[src/common/cache_pkg.sv]
// cache shared definitions
package cache_pkg;

	// ------------------------------
	// widths
	// ------------------------------
	localparam int ADDR_W = 30;              // client word address
	localparam int WORD_W = 32;
	localparam int LINE_WORDS = 4;
	localparam int OFFSET_W = 2;             // word within line
	localparam int LINE_W = LINE_WORDS * WORD_W;
	localparam int MEM_ADDR_W = ADDR_W - OFFSET_W;   // memory line address

	localparam int DEFAULT_INDEX_W = 3;      // 8 lines

	// ------------------------------
	// types
	// ------------------------------

	// word 0 sits in the low bits
	typedef logic [LINE_WORDS-1:0][WORD_W-1:0] line_t;

	// miss handling states
	typedef enum logic [1:0] {
		idle,
		write_back,   // victim line out to memory
		refill_req,   // read request for the missing line
		refill_wait   // waiting on read data
	} ctrl_state_t;

endpackage

[src/common/cache_lookup_if.sv]
// cache lookup bus
`timescale 1ns/1ps

interface cache_lookup_if #(
	parameter int INDEX_W = cache_pkg::DEFAULT_INDEX_W
);

	localparam int TAG_W = cache_pkg::ADDR_W - INDEX_W - cache_pkg::OFFSET_W;

	// held client request
	logic                            valid;
	logic                            write;
	logic [INDEX_W-1:0]              index;
	logic [TAG_W-1:0]                tag;
	logic [cache_pkg::OFFSET_W-1:0]  word;    // word within line
	logic [cache_pkg::WORD_W-1:0]    wdata;

	// request stage side
	modport source (
		output valid,
		output write,
		output index,
		output tag,
		output word,
		output wdata
	);

	// arrays need the whole request
	modport store (
		input valid,
		input write,
		input index,
		input tag,
		input word,
		input wdata
	);

	// controller only builds line addresses
	modport ctrl (
		input valid,
		input index,
		input tag
	);

endinterface

[src/cache/cache_mem_ctrl.sv]
// cache miss controller
`timescale 1ns/1ps

module cache_mem_ctrl #(
	parameter int INDEX_W = cache_pkg::DEFAULT_INDEX_W
) (
	input  logic                              clk,
	input  logic                              rst_n,
	cache_lookup_if.ctrl                      lookup,
	input  logic                              hit,
	input  logic                              victim_valid,
	input  logic [cache_pkg::ADDR_W-INDEX_W-cache_pkg::OFFSET_W-1:0] victim_tag,
	input  cache_pkg::line_t                  victim_line,
	output logic                              fill_en,
	output cache_pkg::line_t                  fill_line,
	output logic                              done,
	output logic                              mem_req_valid,
	output logic                              mem_write,
	output logic [cache_pkg::MEM_ADDR_W-1:0]  mem_addr,
	output cache_pkg::line_t                  mem_wdata,
	input  logic                              mem_req_ready,
	input  logic                              mem_rdata_valid,
	input  cache_pkg::line_t                  mem_rdata
);

	cache_pkg::ctrl_state_t state_q;
	cache_pkg::ctrl_state_t state_d;

	// ------------------------------
	// state register
	// ------------------------------
	always_ff @(posedge clk or negedge rst_n) begin
		if (!rst_n)
			state_q <= cache_pkg::idle;
		else
			state_q <= state_d;
	end

	always_comb begin
		state_d = state_q;
		case (state_q)
			cache_pkg::idle: begin
				if (lookup.valid && !hit) begin
					// valid victim always goes out, no dirty bit
					if (victim_valid)
						state_d = cache_pkg::write_back;
					else
						state_d = cache_pkg::refill_req;
				end
			end
			cache_pkg::write_back: begin
				if (mem_req_ready)
					state_d = cache_pkg::refill_req;
			end
			cache_pkg::refill_req: begin
				if (mem_req_ready)
					state_d = cache_pkg::refill_wait;
			end
			cache_pkg::refill_wait: begin
				if (mem_rdata_valid)
					state_d = cache_pkg::idle;
			end
			default: state_d = cache_pkg::idle;
		endcase
	end

	// ------------------------------
	// outputs
	// ------------------------------

	// served once the line is present
	assign done = (state_q == cache_pkg::idle) && hit;

	assign fill_en   = (state_q == cache_pkg::refill_wait) && mem_rdata_valid;
	assign fill_line = mem_rdata;

	assign mem_req_valid = (state_q == cache_pkg::write_back) ||
	                       (state_q == cache_pkg::refill_req);
	assign mem_write     = (state_q == cache_pkg::write_back);

	// victim address while writing back, else the requested line
	always_comb begin
		if (state_q == cache_pkg::write_back)
			mem_addr = {victim_tag, lookup.index};
		else
			mem_addr = {lookup.tag, lookup.index};
	end

	// array is not written during write-back, so the line holds
	assign mem_wdata = victim_line;

endmodule

[src/cache/cache_req_stage.sv]
// cache request stage
`timescale 1ns/1ps

module cache_req_stage #(
	parameter int INDEX_W = cache_pkg::DEFAULT_INDEX_W
) (
	input  logic                          clk,
	input  logic                          rst_n,
	input  logic                          req_valid,
	input  logic                          req_write,
	input  logic [cache_pkg::ADDR_W-1:0]  req_addr,
	input  logic [cache_pkg::WORD_W-1:0]  req_wdata,
	output logic                          req_ready,
	output logic                          resp_valid,
	output logic [cache_pkg::WORD_W-1:0]  resp_rdata,
	input  logic                          resp_ready,
	cache_lookup_if.source                lookup,
	input  logic [cache_pkg::WORD_W-1:0]  rdata,
	input  logic                          done
);

	localparam int TAG_W = cache_pkg::ADDR_W - INDEX_W - cache_pkg::OFFSET_W;

	logic                            busy_q;    // request held on the bus
	logic                            write_q;
	logic [INDEX_W-1:0]              index_q;
	logic [TAG_W-1:0]                tag_q;
	logic [cache_pkg::OFFSET_W-1:0]  word_q;
	logic [cache_pkg::WORD_W-1:0]    wdata_q;
	logic                            accept;

	// one request in flight, response must drain first
	assign req_ready = !busy_q && !resp_valid;
	assign accept    = req_valid && req_ready;

	// ------------------------------
	// control
	// ------------------------------
	always_ff @(posedge clk or negedge rst_n) begin
		if (!rst_n) begin
			busy_q     <= 1'b0;
			resp_valid <= 1'b0;
		end else begin
			if (accept)
				busy_q <= 1'b1;
			else if (done)
				busy_q <= 1'b0;

			if (done)
				resp_valid <= 1'b1;
			else if (resp_ready)
				resp_valid <= 1'b0;   // transfer taken
		end
	end

	// address split: tag | index | word
	always_ff @(posedge clk) begin
		if (accept) begin
			write_q <= req_write;
			tag_q   <= req_addr[cache_pkg::ADDR_W-1 -: TAG_W];
			index_q <= req_addr[cache_pkg::OFFSET_W +: INDEX_W];
			word_q  <= req_addr[cache_pkg::OFFSET_W-1:0];
			wdata_q <= req_wdata;
		end
	end

	always_ff @(posedge clk) begin
		if (done)
			resp_rdata <= rdata;
	end

	assign lookup.valid = busy_q;
	assign lookup.write = write_q;
	assign lookup.index = index_q;
	assign lookup.tag   = tag_q;
	assign lookup.word  = word_q;
	assign lookup.wdata = wdata_q;

endmodule

[src/cache/cache_store.sv]
// cache line store
`timescale 1ns/1ps

module cache_store #(
	parameter int INDEX_W = cache_pkg::DEFAULT_INDEX_W
) (
	input  logic                           clk,
	input  logic                           rst_n,
	cache_lookup_if.store                  lookup,
	output logic                           hit,
	output logic                           victim_valid,
	output logic [cache_pkg::ADDR_W-INDEX_W-cache_pkg::OFFSET_W-1:0] victim_tag,
	output cache_pkg::line_t               victim_line,
	output logic [cache_pkg::WORD_W-1:0]   rdata,
	input  logic                           fill_en,
	input  cache_pkg::line_t               fill_line
);

	localparam int TAG_W = cache_pkg::ADDR_W - INDEX_W - cache_pkg::OFFSET_W;
	localparam int LINES = 2 ** INDEX_W;

	// ------------------------------
	// arrays
	// ------------------------------
	logic [LINES-1:0]    valid_q;
	logic [TAG_W-1:0]    tag_q  [LINES];
	cache_pkg::line_t    data_q [LINES];

	logic                word_we;

	// indexed line, also the victim on a miss
	assign victim_valid = valid_q[lookup.index];
	assign victim_tag   = tag_q[lookup.index];
	assign victim_line  = data_q[lookup.index];

	// full tag compare
	assign hit = lookup.valid && victim_valid && (victim_tag == lookup.tag);

	assign word_we = hit && lookup.write;

	// a write returns the value it stores
	assign rdata = lookup.write ? lookup.wdata : victim_line[lookup.word];

	always_ff @(posedge clk or negedge rst_n) begin
		if (!rst_n) begin
			valid_q <= '0;   // all lines empty
		end else if (fill_en) begin
			valid_q[lookup.index] <= 1'b1;
		end
	end

	always_ff @(posedge clk) begin
		if (fill_en) begin
			tag_q[lookup.index]  <= lookup.tag;
			data_q[lookup.index] <= fill_line;
		end else if (word_we) begin
			data_q[lookup.index][lookup.word] <= lookup.wdata;
		end
	end

endmodule

[src/hdl/cache_top.sv]
// direct-mapped cache top
`timescale 1ns/1ps

module cache_top #(
	parameter int INDEX_W = cache_pkg::DEFAULT_INDEX_W
) (
	input  logic                              clk,
	input  logic                              rst_n,
	// client request
	input  logic                              req_valid,
	output logic                              req_ready,
	input  logic                              req_write,
	input  logic [cache_pkg::ADDR_W-1:0]      req_addr,
	input  logic [cache_pkg::WORD_W-1:0]      req_wdata,
	// client response
	output logic                              resp_valid,
	input  logic                              resp_ready,
	output logic [cache_pkg::WORD_W-1:0]      resp_rdata,
	// memory
	output logic                              mem_req_valid,
	input  logic                              mem_req_ready,
	output logic                              mem_write,
	output logic [cache_pkg::MEM_ADDR_W-1:0]  mem_addr,
	output logic [cache_pkg::LINE_W-1:0]      mem_wdata,
	input  logic                              mem_rdata_valid,
	input  logic [cache_pkg::LINE_W-1:0]      mem_rdata
);

	localparam int TAG_W = cache_pkg::ADDR_W - INDEX_W - cache_pkg::OFFSET_W;

	// ------------------------------
	// internal wiring
	// ------------------------------
	logic                          hit;
	logic                          victim_valid;
	logic [TAG_W-1:0]              victim_tag;
	cache_pkg::line_t              victim_line;
	logic [cache_pkg::WORD_W-1:0]  rdata;
	logic                          fill_en;
	cache_pkg::line_t              fill_line;
	logic                          done;

	cache_lookup_if #(.INDEX_W(INDEX_W)) lookup ();

	cache_req_stage #(.INDEX_W(INDEX_W)) req_stage_i (
		.clk        (clk),
		.rst_n      (rst_n),
		.req_valid  (req_valid),
		.req_write  (req_write),
		.req_addr   (req_addr),
		.req_wdata  (req_wdata),
		.req_ready  (req_ready),
		.resp_valid (resp_valid),
		.resp_rdata (resp_rdata),
		.resp_ready (resp_ready),
		.lookup     (lookup.source),
		.rdata      (rdata),
		.done       (done)
	);

	cache_store #(.INDEX_W(INDEX_W)) store_i (
		.clk          (clk),
		.rst_n        (rst_n),
		.lookup       (lookup.store),
		.hit          (hit),
		.victim_valid (victim_valid),
		.victim_tag   (victim_tag),
		.victim_line  (victim_line),
		.rdata        (rdata),
		.fill_en      (fill_en),
		.fill_line    (fill_line)
	);

	cache_mem_ctrl #(.INDEX_W(INDEX_W)) mem_ctrl_i (
		.clk             (clk),
		.rst_n           (rst_n),
		.lookup          (lookup.ctrl),
		.hit             (hit),
		.victim_valid    (victim_valid),
		.victim_tag      (victim_tag),
		.victim_line     (victim_line),
		.fill_en         (fill_en),
		.fill_line       (fill_line),
		.done            (done),
		.mem_req_valid   (mem_req_valid),
		.mem_write       (mem_write),
		.mem_addr        (mem_addr),
		.mem_wdata       (mem_wdata),
		.mem_req_ready   (mem_req_ready),
		.mem_rdata_valid (mem_rdata_valid),
		.mem_rdata       (mem_rdata)
	);

endmodule

[config.mk]
export PLATFORM = sky130hd
export DESIGN_NAME = cache_top
export DESIGN_NICKNAME = d
export VERILOG_FILES = /design/src/common/cache_pkg.sv /design/src/common/cache_lookup_if.sv /design/src/cache/cache_mem_ctrl.sv /design/src/cache/cache_req_stage.sv /design/src/cache/cache_store.sv /design/src/hdl/cache_top.sv
export SDC_FILE = /design/constraint.sdc
export NUM_CORES = 1
export LEC_CHECK = 0
export BUFFER_PORTS_ARGS = -buffer_cell sky130_fd_sc_hd__buf_4
export CORE_UTILIZATION = 30
export CTS_BUF_LIST = sky130_fd_sc_hd__clkbuf_8
export DETAILED_ROUTE_END_ITERATION = 8
export GPL_ROUTABILITY_DRIVEN = 0
export SETUP_SLACK_MARGIN = 0.4
export SLEW_MARGIN = 20
export SYNTH_ARGS = -nofsm -noshare
export SYNTH_HDL_FRONTEND = slang
export SYNTH_SLANG_ARGS = --single-unit
[constraint.sdc]
create_clock -name clk -period 5.6 [get_ports clk]
set_input_delay 0.56 -clock clk [delete_from_list [all_inputs] [get_ports clk]]
set_output_delay 0.56 -clock clk [all_outputs]
set_load 0.05 [all_outputs]
* After elaboration in Yosys (flattened, before gate mapping)
Memories as Yosys holds them, arrays and structs flattened. A register that Yosys moved wholly into a read port is not among the register bits.
Index checks and enable logic that the tools add are counted.
** Storage, ports and cells
- Output and inout port bits :: 192
- Logic and storage cells :: 326
- Memories :: 2
- Bits of input ports :: 197
- RAM bits :: 1224
- Flip-flop bits (word level) :: 107
** Memory list
- store_i.data_q :: depth 8, bits a word 128, read ports 1, clocked after memory_dff 1, write ports 1, RTL line cache_store.sv:27 : cache_pkg::line_t data_q [LINES];
- store_i.tag_q :: depth 8, bits a word 25, read ports 1, clocked after memory_dff 1, write ports 1, RTL line cache_store.sv:26 : logic [TAG_W-1:0] tag_q [LINES];
** Operators by class
- Reduce and logical (&&, ||, !) cells :: 18
- Eq/ne operators :: 8
- Bitwise operators :: 129
- $lt $le $gt $ge :: 4
- Multiplexer cells :: 155
** Operators with widths (number)
- 1-bit 2-to-1 mux :: 138
- 128-bit 2-to-1 mux :: 1
- 1-bit bitwise OR :: 128
- 32-bit 2-to-1 mux :: 3
- 32-bit binary-select mux with 2-bit select :: 1
- 32-bit demux with 2-bit select :: 1
- 28-bit 2-to-1 mux :: 1
- 25-bit equality test :: 1
- 1-bit logical AND :: 10
- 2-bit 2-to-1 mux :: 5
- 8-bit bitwise OR :: 1
- 2-bit case mux with 4 select lines :: 1
- 3-bit 2-to-1 mux :: 2
- 2-bit != test (second input constant) :: 3
- 2-bit equality test (second input constant) :: 2
- 3-bit by 4-bit < comparator with 1-bit output (second input constant) :: 1
- 4-bit AND reduction :: 1
- 2-bit nonzero test :: 2
- 1-bit binary-select mux with 3-bit select :: 1
- 1-bit demux with 3-bit select :: 1
- 3-bit by 1-bit >= comparator with 1-bit output (second input constant) :: 1
- 1-bit logical NOT :: 3
- 2-bit by 3-bit < comparator with 1-bit output (second input constant) :: 1
- 2-bit by 1-bit equality test with 1-bit output (second input constant) :: 1
- 4 further kinds :: 4

* Longest topological paths before layout
- Depth after elaboration :: 9
- Gate-level depth with buffers :: 12
- Depth with buffers taken out :: 7

* Hierarchy
From an unflattened synthesis, not the netlist that was laid out.
** Unflattened totals
- Cell total of the unflattened synthesis :: 3008
- Area, all modules :: 52917.0 sq um
** Modules (own cells, without submodules)
- cache_store :: instances 1, seq. area each 36955.4 sq um, cells each 2598, area each 47508.1 sq um
- cache_req_stage :: instances 1, seq. area each 2902.8 sq um, cells each 103, area each 2939.1 sq um
- cache_mem_ctrl :: instances 1, seq. area each 50.0 sq um, cells each 307, area each 2469.9 sq um

* Worst setup path before layout
Ideal clock, no wire load.
- Path type :: reg-to-reg
- Start :: register (tool-made name)
- End :: memory store_i.data_q[0][100] (netlist bit) (enable)
- Cell stages (with the launch flop) :: 12
- Setup slack :: 0.996 ns
- Required time :: 5.168 ns
- Path buffers :: 5
- Setup time :: 0.432 ns
- Arrival :: 4.173 ns
- Clock period less this slack :: 4.604 ns
- Cells stage by stage :: dfxtp_1 > buf_6 > buf_2 > buf_2 > buf_2 > mux2i_1 > xor2_1 > o21ai_0 > nor4_1 > nand4_2 > buf_2 > a21oi_1
** RTL lines (RTL line)
- end, declared :: cache_store.sv:27

==> results.sh <==
export IMPL_status="finished, final reports clean"
export IMPL_cp_required_ps=5040
export IMPL_final_common_cell="edfxtp_1"
export IMPL_dpl_cell_area_um2=60280
export IMPL_finalCriticalPeriod_ps=4963
export IMPL_synth_distinct_cells=60
export IMPL_wl_per_cell_um=29.08
export IMPL_fin_nets=3334
export IMPL_clk_pin_slew_worst_paths_ps=60
export IMPL_port_buffers=388
export IMPL_dieArea_um2=181100
export IMPL_power_density_nw_per_um2=349.6
export IMPL_min_path_type="primary input to flop"
export IMPL_grt_pass1_wl_um=223400
export IMPL_clockRootBuffer="clkbuf_8"
export IMPL_initial_core_util_pct=30.20
export IMPL_coreArea_um2=178200
export IMPL_rows=155
export IMPL_synth_edf_count=1319
export IMPL_final_cell_area_um2=66100
export IMPL_grt_pass1_vias=28013
export IMPL_grt_usage_pct=17.87
export IMPL_rrSetupSlack_ps=900
export IMPL_path_delay_family="buffers and inverters"
export IMPL_hpwl_um=107600
export IMPL_crit_chain="buf_4 -> buf_4 -> mux4_2 -> mux2_2 -> buf_4"
export IMPL_finClkSkew_ps=86.82
export IMPL_drtPass1Iterations=5
export IMPL_num_vias=27437
export IMPL_synth_nets=2618
export IMPL_die_w_um=425.6
export IMPL_final_util_pct=37.09
export IMPL_tightest_slew_ps=1112
export IMPL_cp_arrival_ps=4400
export IMPL_ant_nets=0
export IMPL_synth_cells=2417
export IMPL_regArea_um2=39980
export IMPL_power_total_uw=23110
export IMPL_fin_crit_sh_pct=88.63
export IMPL_syn2layout_area_growth_pct=22.82
export IMPL_crit_slowest_cell="buf_4"
export IMPL_ios=389
export IMPL_path_common_cell="buf_4"
export IMPL_grt_max_degree=160
export IMPL_rsz0062_at_grt="false"
export IMPL_synth_seq_cells=1334
export IMPL_nFillCells=16263
export IMPL_die_y_um=425.6
export IMPL_antenna_found_initial=12
export IMPL_criticalPathCategory="flop to output pin"
export IMPL_drc=0
export IMPL_numCtsBuffers=212
export IMPL_fin_ws_ps=636.8
export IMPL_cap_violations=0
export IMPL_layout_common_cells="edfxtp_1, buf_4, mux4_2"
export IMPL_cp_num_buf_inv=3
export IMPL_drv_slew=0
export IMPL_hold_viol=0
export IMPL_cts_sinks=1334
export IMPL_drtIter0Drc=2226
export IMPL_via_per_inst=4.851
export IMPL_yosysSeqAreaShare_pct=74.26
export IMPL_grt_remaining_overflow=0
export IMPL_routed_wl_um=164500
export IMPL_peakVddDrop_mv=0.3400
export IMPL_preCtsSetupSlack_ps=851.3
export IMPL_startpoint_type="flop"
export IMPL_worstSetupEndpointType="output pin"
export IMPL_cts_tree="done"
export IMPL_cts_max_level=4
export IMPL_yosys_warnings=0
export IMPL_synth_ff_type="edfxtp_1"
export IMPL_finalSetupTns_ps=0
export IMPL_synth_area_um2=53820
export IMPL_setup_viol=0
export IMPL_multi_input_area_um2=13580
export IMPL_clk_latency_ps=930
export IMPL_fmax_mhz=201.5
export IMPL_async_flop_share_pct=0.8996
export IMPL_max_slew_margin_rel_pct=25.86
export IMPL_cp_max_fo=62
export IMPL_leakage_uw=0.02227
export IMPL_cts_buffer_depth=3
export IMPL_avgSynthCellArea_um2=22.27
export IMPL_cpPeakStageDelay_ps=890
export IMPL_drive_gt1_share_pct=42.63
-- worst register-to-register path, cell delays in order (launching register included) --
cell,delay [ps]
dfxtp_4,780
mux4_2,610
mux2i_1,220
xor2_1,220
o21ai_0,170
nor4_4,760
nand4_4,660
buf_4,570
mux2_4,460
-- power by group --
| part | switching [uW] | total [uW] | internal, uW |
|---|---|---|---|
| combinational | 2320 | 3630 | 1300 |
| sequential | 172 | 11400 | 11300 |
| clock | 3930 | 8040 | 4110 |
-- cell type report --
| type | instances | share of cell area (%) |
|---|---|---|
| antenna | 5 | 0.01893 |
| clock buffer | 218 | 4.539 |
| clock inverter | 159 | 1.588 |
| inverter | 11 | 0.06247 |
| multi-input combinational | 945 | 20.55 |
| sequential | 1334 | 60.48 |
| tap | 2355 | 4.458 |
| timing repair buffer | 629 | 8.297 |
-- path summary, 6_finish.rpt --
| path | startpoint | endpoint | depth (start not counted) |
|---|---|---|---|
| worst max-delay path | flop | mem_wdata[4] | 5 |
| worst min register to register | store_i.valid_q[6]$_DFFE_PN0P_ | store_i.valid_q[6]$_DFFE_PN0P_ | 1 |
| max in group asynchronous | rst_n | store_i.valid_q[3]$_DFFE_PN0P_ | 4 |
| min in group asynchronous | rst_n | store_i.valid_q[4]$_DFFE_PN0P_ | 3 |
| worst max register to register | flop | store_i.data_q[1][44]$_DFFE_PP_ | 8 |
| worst min-delay path | mem_rdata[69] | store_i.data_q[6][69]$_DFFE_PP_ | 2 |
-- routing by layer --
layer	up-vias	share of wire (%)	track usage, %
li1	11631	-	-
met1	14649	39	21.69
met2	956	53	31.88
met3	195	4.8	2.741
met4	6	3.5	6.619
met5	-	0.026	0
-- flip-flops by register name, indices dropped and copies added, names as in the netlist, named ones only --
| signal | flops |
|---|---|
| store_i.data_q | 1024 |
| store_i.tag_q | 200 |
| req_stage_i.lookup.wdata | 32 |
| req_stage_i.resp_rdata | 32 |
| req_stage_i.lookup.tag | 25 |
| store_i.valid_q | 8 |
| req_stage_i.lookup.index | 3 |
| mem_ctrl_i.state_q | 2 |
| req_stage_i.lookup.word | 2 |
| req_stage_i.lookup.valid | 1 |
| req_stage_i.lookup.write | 1 |
| req_stage_i.resp_valid | 1 |
-- synth_stat cells, drive strengths merged, types with 2 or more instances --
cell type	n	share of area, %
nor2	37	0.26
a211oi	3	0.042
ha	4	0.093
nor4	6	0.098
nand3b	2	0.028
and3	4	0.046
or4	2	0.028
a21oi	48	0.45
nor3	5	0.046
a22o	6	0.098
xor2	9	0.15
a22oi	15	0.21
mux2i	60	1.1
and4	2	0.033
nand4b	3	0.049
inv	11	0.077
clkbuf	45	0.31
buf	82	0.91
dfrtp	12	0.56
nand2	15	0.10
and2	4	0.046
a21o	2	0.028
o22ai	9	0.10
a221oi	2	0.033
nand2b	11	0.13
or2	9	0.10
nor2b	8	0.093
nand4	7	0.13
edfxtp	1319	74
o21ai	14	0.13
mux4	306	13
or3	4	0.046
nand3	13	0.12
dfxtp	3	0.11
mux2	315	7.5
o2111ai	2	0.033
xnor2	3	0.049
-- logic make-up after synthesis --
logic type / count (synthesis) / share of synthesized area, %
buf+inv: 138 / 1.297
flops: 1334 / 74.26
simple gates: 136 / 1.458
mux: 681 / 21.40
fa+ha+maj: 4 / 0.09300
compound gates: 112 / 1.295
xor+xnor: 12 / 0.1953
-- what timing repair did --
action	4_1_cts	5_1_grt
hold buffers	175	0
gates resized for setup	0	1
hold endpoints to repair	928	0
buffers inserted	0	0
setup endpoints to repair	0	5
-- through the flow --
| stage | hold WS (ps) | std cells |
|---|---|---|
| 4_1_cts | 2.544 | 5651 |
| 5_1_grt | 52.89 | 5653 |
| 2_1_floorplan | 264.4 | 2417 |
| 3_5_place_dp | 426.6 | 5099 |
| 3_3_place_gp | 426.1 | 5098 |
| 6_report | 82.08 | 5656 |
Power figures use the tool's default switching activity.
